### config.mk
export PLATFORM = sky130hd
export DESIGN_NAME = tile_serializer_top
export DESIGN_NICKNAME = d
export VERILOG_FILES = /design/src/rtl/tile_pkg.sv /design/src/rtl/pixel_clock_enable.sv /design/src/rtl/plane_loader.sv /design/src/rtl/row_fifo.sv /design/src/rtl/plane_shifter.sv /design/src/rtl/tile_serializer_top.sv
export VERILOG_INCLUDE_DIRS = /design/src /design/src/include
export SDC_FILE = /design/constraint.sdc
export NUM_CORES = 1
export LEC_CHECK = 0
export BUFFER_PORTS_ARGS = -buffer_cell sky130_fd_sc_hd__buf_2
export CORE_MARGIN = 2
export CORE_UTILIZATION = 65
export DETAILED_ROUTE_END_ITERATION = 6
export GPL_ROUTABILITY_DRIVEN = 0
export GPL_TIMING_DRIVEN = 0
export PLACE_DENSITY = 0.9
export SKIP_CTS_REPAIR_TIMING = 1
export SKIP_LAST_GASP = 1
export SLEW_MARGIN = 20
export SYNTH_ARGS = -nofsm -noshare
export SYNTH_HDL_FRONTEND = slang
export SYNTH_SLANG_ARGS = --single-unit
### constraint.sdc
create_clock -name clk -period 4 [get_ports clk]
set_clock_uncertainty 0.1 [all_clocks]
set_input_delay 0.4 -clock clk [delete_from_list [all_inputs] [get_ports clk]]
set_output_delay 0.4 -clock clk [all_outputs]
set_load 0.005 [all_outputs]
### src/include/tile_consts.svh
// tile serializer constants

`ifndef TILE_CONSTS_SVH
`define TILE_CONSTS_SVH

// ====================
// bitplane geometry
// ====================

// bits in one bitplane byte
`define PLANE_W 8

// bitplanes per tile row, also the pixel colour width
`define PLANE_CNT 3

// one pixel per plane bit
`define ROW_PIXELS `PLANE_W

// ====================
// buffering and timing
// ====================

// queued rows, power of two
`define ROW_FIFO_DEPTH 4

// clk cycles per pixel, 48 MHz down to 6 MHz
`define PIX_DIV 8

`endif

### src/rtl/tile_pkg.sv
// tile serializer types

`include "tile_consts.svh"

package tile_pkg;

   // ====================
   // pixel data
   // ====================

   // one bitplane byte
   typedef logic [`PLANE_W-1:0] plane_t;

   // colour index, bit n comes from plane n
   typedef logic [`PLANE_CNT-1:0] pixel_t;

   // ====================
   // row and timing
   // ====================

   // flip on top, then plane2 down to plane0
   typedef struct packed {
      logic   flip;
      plane_t plane2;
      plane_t plane1;
      plane_t plane0;
   } tile_row_t;

   // pixel divider count
   typedef logic [$clog2(`PIX_DIV)-1:0] pix_cnt_t;

endpackage

### src/rtl/pixel_clock_enable.sv
// pixel clock enable divider

`timescale 1ns/100ps
`include "tile_consts.svh"

module pixel_clock_enable
   import tile_pkg::*;
(
   input  logic clk,
   input  logic CR,
   output logic pix_en_o
);

   // last count before wrap
   localparam pix_cnt_t LAST_CNT = pix_cnt_t'(`PIX_DIV - 1);

   pix_cnt_t div_cnt_q;

   // modulo PIX_DIV counter
   always_ff @(posedge clk or negedge CR)
   begin
      if (!CR)
      begin
         div_cnt_q <= '0;
      end
      else if (div_cnt_q == LAST_CNT)
      begin
         div_cnt_q <= '0;
      end
      else
      begin
         div_cnt_q <= div_cnt_q + 1'b1;
      end
   end

   // one clk wide strobe at the top of the count
   assign pix_en_o = (div_cnt_q == LAST_CNT);

endmodule

### src/rtl/plane_loader.sv
// four-phase plane loader

`timescale 1ns/100ps
`include "tile_consts.svh"

module plane_loader
   import tile_pkg::*;
(
   input  logic      clk,
   input  logic      CR,
   input  logic      req_i,
   input  plane_t    data_i,
   input  logic      flip_i,
   output logic      ack_o,
   input  logic      full_i,
   output logic      push_o,
   output tile_row_t row_o
);

   localparam int CNT_W = $clog2(`PLANE_CNT);
   localparam logic [CNT_W-1:0] LAST_PLANE = CNT_W'(`PLANE_CNT - 1);

   logic [CNT_W-1:0] plane_cnt_q;
   logic             pending_q;
   logic             store;
   tile_row_t        row_q;

   // new request, no ack outstanding, no row stuck behind a full FIFO
   assign store = req_i & ~ack_o & ~pending_q;

   // ====================
   // handshake and row state
   // ====================
   always_ff @(posedge clk or negedge CR)
   begin
      if (!CR)
      begin
         ack_o       <= 1'b0;
         plane_cnt_q <= '0;
         pending_q   <= 1'b0;
      end
      else
      begin
         // ack high until req seen low
         if (store)
            ack_o <= 1'b1;
         else if (ack_o && !req_i)
            ack_o <= 1'b0;

         if (store)
            plane_cnt_q <= (plane_cnt_q == LAST_PLANE) ? '0 : plane_cnt_q + 1'b1;

         // row complete after plane2, held until the FIFO takes it
         if (store && plane_cnt_q == LAST_PLANE)
            pending_q <= 1'b1;
         else if (pending_q && !full_i)
            pending_q <= 1'b0;
      end
   end

   // steer byte into its plane slot
   always_ff @(posedge clk)
   begin
      if (store)
      begin
         if (plane_cnt_q == LAST_PLANE)
         begin
            row_q.plane2 <= data_i;
            row_q.flip   <= flip_i;
         end
         else if (plane_cnt_q == '0)
            row_q.plane0 <= data_i;
         else
            row_q.plane1 <= data_i;
      end
   end

   assign push_o = pending_q;
   assign row_o  = row_q;

endmodule

### src/rtl/row_fifo.sv
// tile row FIFO

`timescale 1ns/100ps
`include "tile_consts.svh"

module row_fifo
   import tile_pkg::*;
(
   input  logic      clk,
   input  logic      CR,
   input  logic      push_i,
   input  tile_row_t row_i,
   output logic      full_o,
   input  logic      pop_i,
   output tile_row_t row_o,
   output logic      empty_o
);

   localparam int AW = $clog2(`ROW_FIFO_DEPTH);
   localparam logic [AW:0] DEPTH = (AW+1)'(`ROW_FIFO_DEPTH);

   tile_row_t     mem [`ROW_FIFO_DEPTH];
   logic [AW-1:0] wr_ptr_q;
   logic [AW-1:0] rd_ptr_q;
   logic [AW:0]   count_q;
   logic          do_push;
   logic          do_pop;

   // flags straight from occupancy
   assign full_o  = (count_q == DEPTH);
   assign empty_o = (count_q == '0);

   // overflow and underflow requests dropped here
   assign do_push = push_i & ~full_o;
   assign do_pop  = pop_i & ~empty_o;

   // ====================
   // pointers and count
   // ====================
   always_ff @(posedge clk or negedge CR)
   begin
      if (!CR)
      begin
         wr_ptr_q <= '0;
         rd_ptr_q <= '0;
         count_q  <= '0;
      end
      else
      begin
         // power of two depth, pointers wrap on their own
         if (do_push)
            wr_ptr_q <= wr_ptr_q + 1'b1;
         if (do_pop)
            rd_ptr_q <= rd_ptr_q + 1'b1;

         case ({do_push, do_pop})
            2'b10:   count_q <= count_q + 1'b1;
            2'b01:   count_q <= count_q - 1'b1;
            default: count_q <= count_q;
         endcase
      end
   end

   // storage
   always_ff @(posedge clk)
   begin
      if (do_push)
         mem[wr_ptr_q] <= row_i;
   end

   // head row, no read latency
   assign row_o = mem[rd_ptr_q];

endmodule

### src/rtl/plane_shifter.sv
// bitplane pixel shifter

`timescale 1ns/100ps
`include "tile_consts.svh"

module plane_shifter
   import tile_pkg::*;
(
   input  logic      clk,
   input  logic      CR,
   input  logic      pix_en_i,
   input  tile_row_t row_i,
   input  logic      empty_i,
   output logic      pop_o,
   output pixel_t    pixel_o,
   output logic      pixel_valid_o
);

   localparam int LEFT_W = $clog2(`ROW_PIXELS);
   localparam logic [LEFT_W-1:0] LOAD_LEFT = LEFT_W'(`ROW_PIXELS - 1);

   plane_t            p2_q;
   plane_t            p1_q;
   plane_t            p0_q;
   logic              flip_q;
   logic [LEFT_W-1:0] left_q;
   logic              busy;
   logic              load;
   logic              shift;

   // move one place toward the output end, like 74194 left/right modes
   function automatic plane_t step_plane(input plane_t p, input logic flip);
      step_plane = flip ? {1'b0, p[`PLANE_W-1:1]} : {p[`PLANE_W-2:0], 1'b0};
   endfunction

   // bits at the output end, msb end unless flipped
   function automatic pixel_t end_pixel(input plane_t p2, input plane_t p1,
                                        input plane_t p0, input logic flip);
      if (flip)
         end_pixel = {p2[0], p1[0], p0[0]};
      else
         end_pixel = {p2[`PLANE_W-1], p1[`PLANE_W-1], p0[`PLANE_W-1]};
   endfunction

   assign busy  = (left_q != '0);
   assign load  = pix_en_i & ~busy & ~empty_i;
   assign shift = pix_en_i & busy;

   // pop in the same enable that emits the first pixel
   assign pop_o = load;

   // ====================
   // output and count
   // ====================
   always_ff @(posedge clk or negedge CR)
   begin
      if (!CR)
      begin
         left_q        <= '0;
         pixel_o       <= '0;
         pixel_valid_o <= 1'b0;
      end
      else
      begin
         pixel_valid_o <= load | shift;
         if (load)
         begin
            left_q  <= LOAD_LEFT;
            pixel_o <= end_pixel(row_i.plane2, row_i.plane1, row_i.plane0, row_i.flip);
         end
         else if (shift)
         begin
            left_q  <= left_q - 1'b1;
            pixel_o <= end_pixel(p2_q, p1_q, p0_q, flip_q);
         end
      end
   end

   // first pixel already taken, load the planes pre-shifted
   always_ff @(posedge clk)
   begin
      if (load)
      begin
         p2_q   <= step_plane(row_i.plane2, row_i.flip);
         p1_q   <= step_plane(row_i.plane1, row_i.flip);
         p0_q   <= step_plane(row_i.plane0, row_i.flip);
         flip_q <= row_i.flip;
      end
      else if (shift)
      begin
         p2_q <= step_plane(p2_q, flip_q);
         p1_q <= step_plane(p1_q, flip_q);
         p0_q <= step_plane(p0_q, flip_q);
      end
   end

endmodule

### src/rtl/tile_serializer_top.sv
// tile row pixel serializer

`timescale 1ns/100ps

module tile_serializer_top
   import tile_pkg::*;
(
   input  logic   clk,
   input  logic   CR,
   input  logic   req_i,
   input  plane_t data_i,
   input  logic   flip_i,
   output logic   ack_o,
   output pixel_t pixel_o,
   output logic   pixel_valid_o
);

   logic      pix_en;
   logic      push;
   logic      full;
   logic      pop;
   logic      empty;
   tile_row_t load_row;
   tile_row_t head_row;

   // pixel rate strobe
   pixel_clock_enable u_pix_en (
      .clk      (clk),
      .CR       (CR),
      .pix_en_o (pix_en)
   );

   // ====================
   // host side
   // ====================
   plane_loader u_loader (
      .clk    (clk),
      .CR     (CR),
      .req_i  (req_i),
      .data_i (data_i),
      .flip_i (flip_i),
      .ack_o  (ack_o),
      .full_i (full),
      .push_o (push),
      .row_o  (load_row)
   );

   row_fifo u_fifo (
      .clk     (clk),
      .CR      (CR),
      .push_i  (push),
      .row_i   (load_row),
      .full_o  (full),
      .pop_i   (pop),
      .row_o   (head_row),
      .empty_o (empty)
   );

   // ====================
   // pixel side
   // ====================
   plane_shifter u_shifter (
      .clk           (clk),
      .CR            (CR),
      .pix_en_i      (pix_en),
      .row_i         (head_row),
      .empty_i       (empty),
      .pop_o         (pop),
      .pixel_o       (pixel_o),
      .pixel_valid_o (pixel_valid_o)
   );

endmodule

# After elaboration in Yosys (flattened, before gate mapping)
# Memory sizes are Yosys's and may differ from the RTL's.
# Index checks and enable logic that the tools add are counted.
[word_totals]
ff_bits = 71
ram_bits = 100
inputBits = 12
output_inout_bits = 5
elab_cells = 88
memories = 1
[mem_list]
columns = ["name", "depth", "width", "rd", "rd_ports_with_merged_regs", "write_ports", "line", "source"]
rows = [
  ["u_fifo.mem", 4, 25, 1, 0, 1, "row_fifo.sv:22", "tile_row_t mem [`ROW_FIFO_DEPTH];"],
]
[classes]
add_sub_neg = 7
eq_ne = 5
muxes = 27
bitwise = 15
reduce_logical = 15
[ops]
columns = ["op", "n"]
rows = [
  ["$mux W8", 12],
  ["$mux W3", 7],
  ["$reduce_bool A2 Y1", 4],
  ["$and A1 B1 Y1", 7],
  ["$not A1 Y1", 7],
  ["$add A2 B1 Y2 const B", 3],
  ["$add A3 B1 Y3 const B", 2],
  ["$eq A3 B3 Y1 const B", 2],
  ["$mux W1", 6],
  ["$pmux W3 S2", 1],
  ["$reduce_and A3 Y1", 2],
  ["$sub A3 B1 Y3 const B", 2],
  ["$eq A2 B2 Y1 const B", 2],
  ["$logic_and A1 B1 Y1", 3],
  ["$logic_not A3 Y1", 1],
  ["$reduce_bool A3 Y1", 1],
  ["$eq A2 B1 Y1 const B", 1],
  ["$logic_not A1 Y1", 2],
  ["$logic_not A2 Y1", 1],
  ["$mux W2", 1],
  ["$reduce_and A2 Y1", 1],
  ["$or A1 B1 Y1", 1],
]

# Logic depth before layout (Yosys ltp)
# Gate-level depths: netlist (run 1).
[depth]
ltp_word = 7
mapped_depth = 11
mapped_depth_nobuf = 10

# By module
# A second synthesis (run 1) with hierarchy kept.
[unflattened]
hier_cells = 379
hier_area_um2 = 7010.5
[modules_own_cells]
columns = ["module", "instances", "cells_each", "area_each_um2", "seq_area_each_um2"]
rows = [
  ["row_fifo", 1, 168, 4080.2, 3178.0],
  ["plane_shifter", 1, 164, 1875.5, 925.9],
  ["plane_loader", 1, 41, 950.9, 850.8],
  ["pixel_clock_enable", 1, 6, 103.8, 75.1],
]

# Least setup slack after synthesis (run 1)
# OpenSTA, ideal clock, no wires.
[synth_timing]
kind = "flip-flop to flip-flop"
startpoint = "register u_fifo.count_q[0]"
endpoint = "register u_fifo.count_q[2]"
setup_ns = 0.125
arrival_ns = 2.142
t_required_ns = 3.775
setup_slack_ns = 1.633
stages_incl_launch_ff = 10
path_buffers = 1
synth_period_minus_slack_ns = 2.367
path_cell_list = "dfrtp_1 -> or3_1 -> nand3_2 -> buf_2 -> inv_2 -> ha_1 -> fa_1 -> xnor2_1 -> nor2_1 -> xor2_1"
[synth_between]
elab_chain_len = 6
elab_cells_between_ends = 13
cone_classes = "add/sub (2); eq/ne (3); mux (1); bitwise (5); reduce/logical (2)"
[synth_lines]
columns = ["item", "line", "source"]
rows = [
  ["start: declaration", "row_fifo.sv:25", "logic [AW:0] count_q;"],
  ["start signal: assignment", "row_fifo.sv:57", "2'b10: count_q <= count_q + 1'b1;"],
  ["start signal: assignment", "row_fifo.sv:58", "2'b01: count_q <= count_q - 1'b1;"],
  ["start signal: assignment", "row_fifo.sv:59", "default: count_q <= count_q;"],
  ["$logic_not A3 Y1 *", "row_fifo.sv:31", "assign empty_o = (count_q == '0);"],
  ["$not A1 Y1 *", "row_fifo.sv:35, plane_shifter.sv:46", ""],
  ["$and A1 B1 Y1", "plane_shifter.sv:46", "assign load = pix_en_i & ~busy & ~empty_i;"],
  ["$and A1 B1 Y1 *", "row_fifo.sv:35", "assign do_pop = pop_i & ~empty_o;"],
  ["via u_fifo.do_pop", "row_fifo.sv:27", "logic do_pop;"],
  ["$eq A2 B1 Y1 or $eq A2 B2 Y1 (tied branches)", "row_fifo.sv:56", "case ({do_push, do_pop})"],
  ["$pmux W3 S2 or $reduce_bool A2 Y1 (tied branches)", "-", ""],
]
# The timed path passes the listed nets; every way through them passes the cells marked *.
# A chain may end at the register's enable or synchronous reset.

# Final worst setup path (run 1)
# Same ends and word-level chain as after synthesis.

==> summary.txt, run 1 <==
Outcome
  – Status: finished, final reports clean

Timing
  – Achievable frequency: 339 MHz
  – Final Setup Violations: 0
  – Worst Tran Pin Value: 1.01 ns
  – Minimum clock period: 2.95 ns
  – Worst rel slew slack: 0.327
  – Setup_tns: 0 ns
  – Final period util: 0.737
  – RSZ-0062 raised after global routing: no
  – Slew Viols, Final: 0
  – Final hold violation count: 0

Critical path
  – Max stage delay cell, worst path: or3_1
  – Beginning of the worst register-to-register path: u_fifo.count_q[0]
  – CP Launch Point: u_fifo.count_q[0]
  – CP max FO: 10
  – Largest stage delay, worst path: 0.50 ns
  – Critical Path RT: 4.31 ns
  – Endpoint class of the critical path: flop
  – Crit path kind: reg -> reg
  – Worst Path Arrival: 3.26 ns
  – Startpoint Class: flop
  – Crit-path cells: or3_1 > nand3_2 > buf_2 > inv_2 > ha_1 > fa_1 > xnor2_1 > nor2_1 > xor2_1

Drt
  – DRC viols: 0
  – Vias/cell: 6.28
  – Drt wl/cell: 25.6 um
  – WL final: 14,200 um
  – DR pass1 iterations: 7
  – Antenna-violating nets left: 0
  – DRT iter0 DRCs: 344
  – Routed vias: around 3,500

Synth
  – Post-Synthesis Cells: 359
  – Area leader, netlist: edfxtp_1
  – Main flop type after synthesis: edfxtp_1
  – Synth Area in Compound Gates: 0.0123
  – Post-synthesis async set-or-reset flop share: 0.123
  – Post-Synth XOR/XNOR Area: 0.00759
  – Mux share of post-synthesis cell area: 0.183
  – Cell variety after synth: 39
  – Synth top area cells: edfxtp_1 65%, mux2i_1 9.1%, dfrtp_1 7.6%, mux4_2 7.5%, ha_1 1.6%
  – Synthesized area: 6930 um^2
  – Synthesis Warnings: 0
  – EDFF count, synth: 150
  – Commonest cells in the netlist: 150 x edfxtp_1, 63 x mux2i_1, 23 x mux4_2
  – Synthesized net count: between 300 and 400
  – Synth Area per Inst: 19.3 um^2
  – Post-synth top area share: 0.650
  – Synthesized flop and latch total: 171
  – Sequential area share after synthesis: 0.726
  – Largest family of logic cells by synthesized area: multiplexers
  – Simple-gate portion of the synthesized area: 0.0293
  – Count leader, synth: edfxtp_1
  – Adder-cell area share of the yosys netlist: 0.0191

Pwr
  – Worst vdd ir: 0.389 mV
  – PwrDens: 635 nW/um^2
  – Lkg Pwr: 2.99 nW
  – Total chip power: 5.02 mW

CTS
  – H-tree lvl count: 4
  – Clock Path Buffers: 2
  – TritonCTS Buffers: 17
  – Clk sink count: 171
  – Root buf cell: clkbuf_8
  – CTS tree: done
  – Skew-Pair Late Insertion Delay: 0.54 ns
  – Register clock-pin slew on the reported worst setup and hold paths: 0.07 ns

Layout
  – Area taken by flip-flops and latches: just over 5000 um^2
  – Non-Filler Instances: 555
  – FILL cells: 550
  – Layout cell share with drive strength beyond 1: 0.217
  – Ant. Diodes: 0
  – Final Util: 0.766
  – Multi-input gate area: 1760 um^2
  – Area Growth Syn to Fin: 14.2%
  – Final nets: 428

Global routing
  – Largest net degree at the start of global routing: 29
  – First-pass GRT wire length: 20,900 um
  – Vias in the first global route: about 3,500
  – Initial antenna violation count: 0
  – Gr usage total: 0.263
  – Total global routing overflow: 0

Die
  – Die footprint: 11,500 um^2
  – Initial core utilization: 0.671
  – Die X: about 110 um
  – Rows: 37
  – Ports: 17
  – Die height: 107 um
  – Core ar.: just over 10,000 um^2

Run
  – Max-cap violations: 0

Placed design
  – Port Buffer Count: 16
  – Inst Count DP: 513
  – HPWL after detailed placement: 7970 um

Min path
  – Hold crit path type: in -> reg
  – HP Start: req_i
## layer usage
metal  part of all wire  vias up  track usage
met5                  0        -            0
met4              0.019        0        0.106
met3              0.056       27       0.0602
met2               0.52      170        0.425
met1               0.41     1787        0.351
li1                   -     1499            -
## cell families after synthesis
logic type	after synthesis
buffers and inverters	29
flip-flops	171
AND/OR/NAND/NOR	37
multiplexers	94
adder cells (fa/ha/maj)	10
XOR/XNOR	6
AO/OA/AOI/OAI	12
## critical path: cells and delay by family, from the launching register on
| kind | cells | cell delay, ns |
|---|---|---|
| flops | 1 | 0.47 |
| fa+ha+maj | 2 | 0.70 |
| xor+xnor | 2 | 0.37 |
| buf+inv | 2 | 0.38 |
| simple gates | 3 | 0.80 |
## area by class of cell
| cell class | instances | share of cell area |
|---|---|---|
| timing repair buffer | 28 | 0.0252 |
| clock inverter | 14 | 0.0225 |
| buffer | 17 | 0.0139 |
| clock buffer | 18 | 0.0528 |
| sequential | 171 | 0.636 |
| inverter | 12 | 0.00570 |
| tap | 136 | 0.0215 |
| multi-input combinational | 159 | 0.222 |
## metrics by stage
stage               hold slack, ns  cell area [um^2]  setup WS (ns)
detailed placement           0.295              7210           1.23
global placement             0.279              7180           1.14
finish                      0.0178              7910           1.05
floorplan                  0.00441              6930           1.63
CTS                         -0.284              7810           1.07
global route                0.0228              7910          0.902
## final timing paths
kind / to / cells past startpoint / slack (ns)
max: u_fifo.count_q[2] / 9 / 1.05
min: u_loader.ack_o / 2 / 0.02
max reg2reg: u_fifo.count_q[2] / 9 / 1.05
min reg2reg: u_pix_en.div_cnt_q[0] / 1 / 0.36
max in group asynchronous: u_loader.plane_cnt_q[1] / 2 / 3.19
min in group asynchronous: u_shifter.left_q[1] / 2 / 0.26
## registers in the layout, summed over array words and instances (netlist names), 3 cells and up
name and count:
u_fifo.count_q 3, u_fifo.mem 100, u_loader.row_o 25, u_pix_en.div_cnt_q 3, u_shifter.left_q 3, u_shifter.p0_q 8
u_shifter.p1_q 8, u_shifter.p2_q 8, u_shifter.pixel_o 3
## power breakdown
part	internal, mW	switching (mW)
sequential	2.11	0.111
clock	1.00	0.662
combinational	0.513	0.623
total	3.63	1.40
## cells in the final DEF, fill, tap and decap left out, types with 3 or more instances in the layout
cell type / count
bufinv_16: 4
mux4_2: 23
dfrtp_1: 21
clkinv_1: 5
mux2i_1: 63
nand3_1: 4
buf_2: 23
clkbuf_16: 16
dlygate4sd3_1: 10
o221ai_1: 3
buf_6: 4
and2_2: 4
ha_1: 9
clkbuf_1: 6
mux2_1: 4
inv_1: 10
nand2b_1: 7
nand2_1: 8
nor2_1: 4
clkinvlp_4: 4
xnor2_1: 5
edfxtp_1: 150
(Power assumes the default switching activity.)
==> run 2, diff against run 1 <==
--- a/config.mk
+++ b/config.mk
@@ -8,11 +8,11 @@
 export LEC_CHECK = 0
 export BUFFER_PORTS_ARGS = -buffer_cell sky130_fd_sc_hd__buf_2
 export CORE_MARGIN = 2
-export CORE_UTILIZATION = 65
+export CORE_UTILIZATION = 62
 export DETAILED_ROUTE_END_ITERATION = 6
 export GPL_ROUTABILITY_DRIVEN = 0
 export GPL_TIMING_DRIVEN = 0
-export PLACE_DENSITY = 0.9
+export PLACE_DENSITY = 0.87
 export SKIP_CTS_REPAIR_TIMING = 1
 export SKIP_LAST_GASP = 1
 export SLEW_MARGIN = 20
==> constraint.sdc (replaced) <==
create_clock -name clk -period 3.1 [get_ports clk]
set_clock_uncertainty 0.1 [all_clocks]
set_input_delay 0.31 -clock clk [delete_from_list [all_inputs] [get_ports clk]]
set_output_delay 0.31 -clock clk [all_outputs]
set_load 0.005 [all_outputs]
==> run 2 against run 1 <==
  * First-iteration DRC count decreased by 15%
  * Worst hold slack improved by 0.17 ns
  * Sequential power increased by 29%
==> summary.txt, run 2 (synthesized netlist as in run 1, its figures left out) <==
Drt
  – DRT iter0 DRCs: 293 (-15%)
  – DR pass1 iterations: 5 (-2)
  – Vias/cell: 6.02 (-4.1%)
  – WL final: 13,100 um (-7.5%)
  – Drt wl/cell: 23.5 um (-8.2%)
  – DRC viols: 0 (unchanged)
  – Antenna-violating nets left: 0 (unchanged)
  – Routed vias: 3,363 (-3.4%)

CTS
  – CTS tree: done
  – TritonCTS Buffers: 17 (unchanged)
  – Clock Path Buffers: 2 (unchanged)
  – Skew-Pair Late Insertion Delay: 0.52 ns (-0.02 ns)
  – Register clock-pin slew on the reported worst setup and hold paths: 0.07 ns (about the same)
  – Clk sink count: 171 (unchanged)
  – Root buf cell: clkbuf_8
  – H-tree lvl count: 4 (unchanged)

Global routing
  – Vias in the first global route: 3,478 (-1.9%)
  – Initial antenna violation count: 0 (unchanged)
  – Largest net degree at the start of global routing: 29 (unchanged)
  – Gr usage total: 0.241 (-0.0223)
  – First-pass GRT wire length: 20,200 um (-3.7%)
  – Total global routing overflow: 0 (unchanged)

Critical path
  – CP max FO: 10 (unchanged)
  – R2R depth: 9 (unchanged)
  – Reg-to-reg critical path endpoint: u_fifo.count_q[2]
  – Worst Path Arrival: 3.14 ns (-0.12 ns)
  – Register-to-register setup slack: 0.30 ns (-0.75 ns)
  – Startpoint Class: flop
  – Crit path kind: reg -> reg
  – Endpoint class of the critical path: flop
  – Critical Path RT: 3.43 ns (-0.88 ns)
  – Beginning of the worst register-to-register path: u_fifo.count_q[2]

Die
  – Rows: 38 (+2.7%)
  – Core ar.: 10,900 um^2 (+5.5%)
  – Die height: 110 um (+2.3%)
  – Initial core utilization: 0.636 (-0.0348)
  – Die X: 110 um (+2.3%)
  – Die footprint: 12,000 um^2 (+4.7%)
  – Ports: 17 (unchanged)

Outcome
  – Status: finished, final reports clean

Timing
  – Achievable frequency: 357 MHz (+5.2%)
  – Worst Tran Pin Value: 1.00 ns (-0.00476 ns)
  – Final hold violation count: 0 (unchanged)
  – RSZ-0062 raised after global routing: no
  – Slew Viols, Final: 0 (unchanged)
  – Worst rel slew slack: 0.331 (+0.00318)
  – Setup_tns: 0 ns (unchanged)
  – Final Setup Violations: 0 (unchanged)
  – Final period util: 0.904 (+0.167)
  – Minimum clock period: 2.80 ns (-0.146 ns)

Pwr
  – PwrDens: 810 nW/um^2 (+28%)
  – Lkg Pwr: 3.01 nW (+0.49%)
  – Worst vdd ir: 0.490 mV (+26%)
  – Total chip power: 6.41 mW (+28%)

Min path
  – Hold crit path type: in -> async

Layout
  – Final nets: 429 (+0.23%)
  – Top reg by flops: u_fifo.mem
  – Layout cell share with drive strength beyond 1: 0.222 (+0.00477)
  – Final Util: 0.727 (-0.0389)
  – Most frequent cells in the layout: 150 x edfxtp_1, 63 x mux2i_1, 23 x buf_2, 23 x mux4_2, 21 x dfrtp_1
  – Area Growth Syn to Fin: 14.3%
  – Commonest non-fill, non-tap cell in the layout: edfxtp_1
  – Ant. Diodes: 0 (unchanged)
  – FILL cells: 623 (+13%)
  – Largest register FFs: 100 (unchanged)

Placed design
  – HPWL after detailed placement: 7840 um (-1.7%)
  – Port Buffer Count: 16 (unchanged)

Run
  – Max-cap violations: 0 (unchanged)
==> run 2: cell count changes in the layout (fill, tap and decap cells not counted) <==
cell / previous run / this run
buf_4: 2 / 3
buf_6: 4 / 3
clkinv_1: 5 / 2
clkinv_2: 0 / 3
clkinvlp_4: 4 / 2
dlygate4sd3_1: 10 / 11
inv_6: 0 / 1
==> run 2: power breakdown <==
| group | switching, mW | leakage [nW] | internal (mW) |
|---|---|---|---|
| clock network | 0.850 | 0.286 | 1.30 |
| registers | 0.132 | 1.61 | 2.72 |
| logic | 0.752 | 1.11 | 0.655 |
==> run 2: layout make-up <==
cell class	instances	area (um^2)	share of cell area
sequential	171	5030	0.635
multi-input combinational	159	1760	0.222
clock buffer	18	418	0.0528
timing repair buffer	29	205	0.0259
clock inverter	13	175	0.0221
tap	140	175	0.0221
buffer	17	110	0.0139
inverter	12	45.0	0.00569
==> run 2: worst max-delay path by stage <==
| stage | start | endpoint | cells past startpoint |
|---|---|---|---|
| 6_report | u_fifo.count_q[2] | u_fifo.count_q[2] | 9 |
| 5_1_grt | u_fifo.count_q[2] | u_fifo.count_q[2] | 9 |
| 4_1_cts | u_fifo.count_q[2] | u_fifo.count_q[2] | 9 |
| 3_5_place_dp | u_fifo.count_q[2] | u_fifo.count_q[2] | 9 |
| 3_3_place_gp | u_loader.push_o | u_loader.row_o[17] | 2 |
| 2_1_floorplan | u_fifo.count_q[0] | u_fifo.count_q[2] | 9 |
==> run 2: worst max-delay path, cell delays in order (launching register included) <==
cell and delay, ns:
dfrtp_1 0.43, or3_1 0.49, nand3_2 0.20, buf_2 0.31, inv_2 0.06, ha_1 0.24
fa_1 0.41, xnor2_1 0.14, nor2_1 0.12, xor2_1 0.21
==> run 2: layer usage <==
layer,part of all wire,GRT usage,up-vias
met5,0,0,-
met1,0.43,0.327,1744
met4,0.013,0.0769,0
met2,0.52,0.398,110
met3,0.041,0.0480,13
li1,-,-,1496
==> run 2: per-stage QoR <==
stage	hold slack [ns]	setup slack, ns	area (um^2)	instances
2_1_floorplan	-0.0856	0.733	6930	359
3_3_place_gp	0.189	0.331	7180	515
3_5_place_dp	0.204	0.412	7210	517
4_1_cts	-0.348	0.270	7800	548
5_1_grt	0.221	0.165	7920	559
6_report	0.192	0.297	7920	559
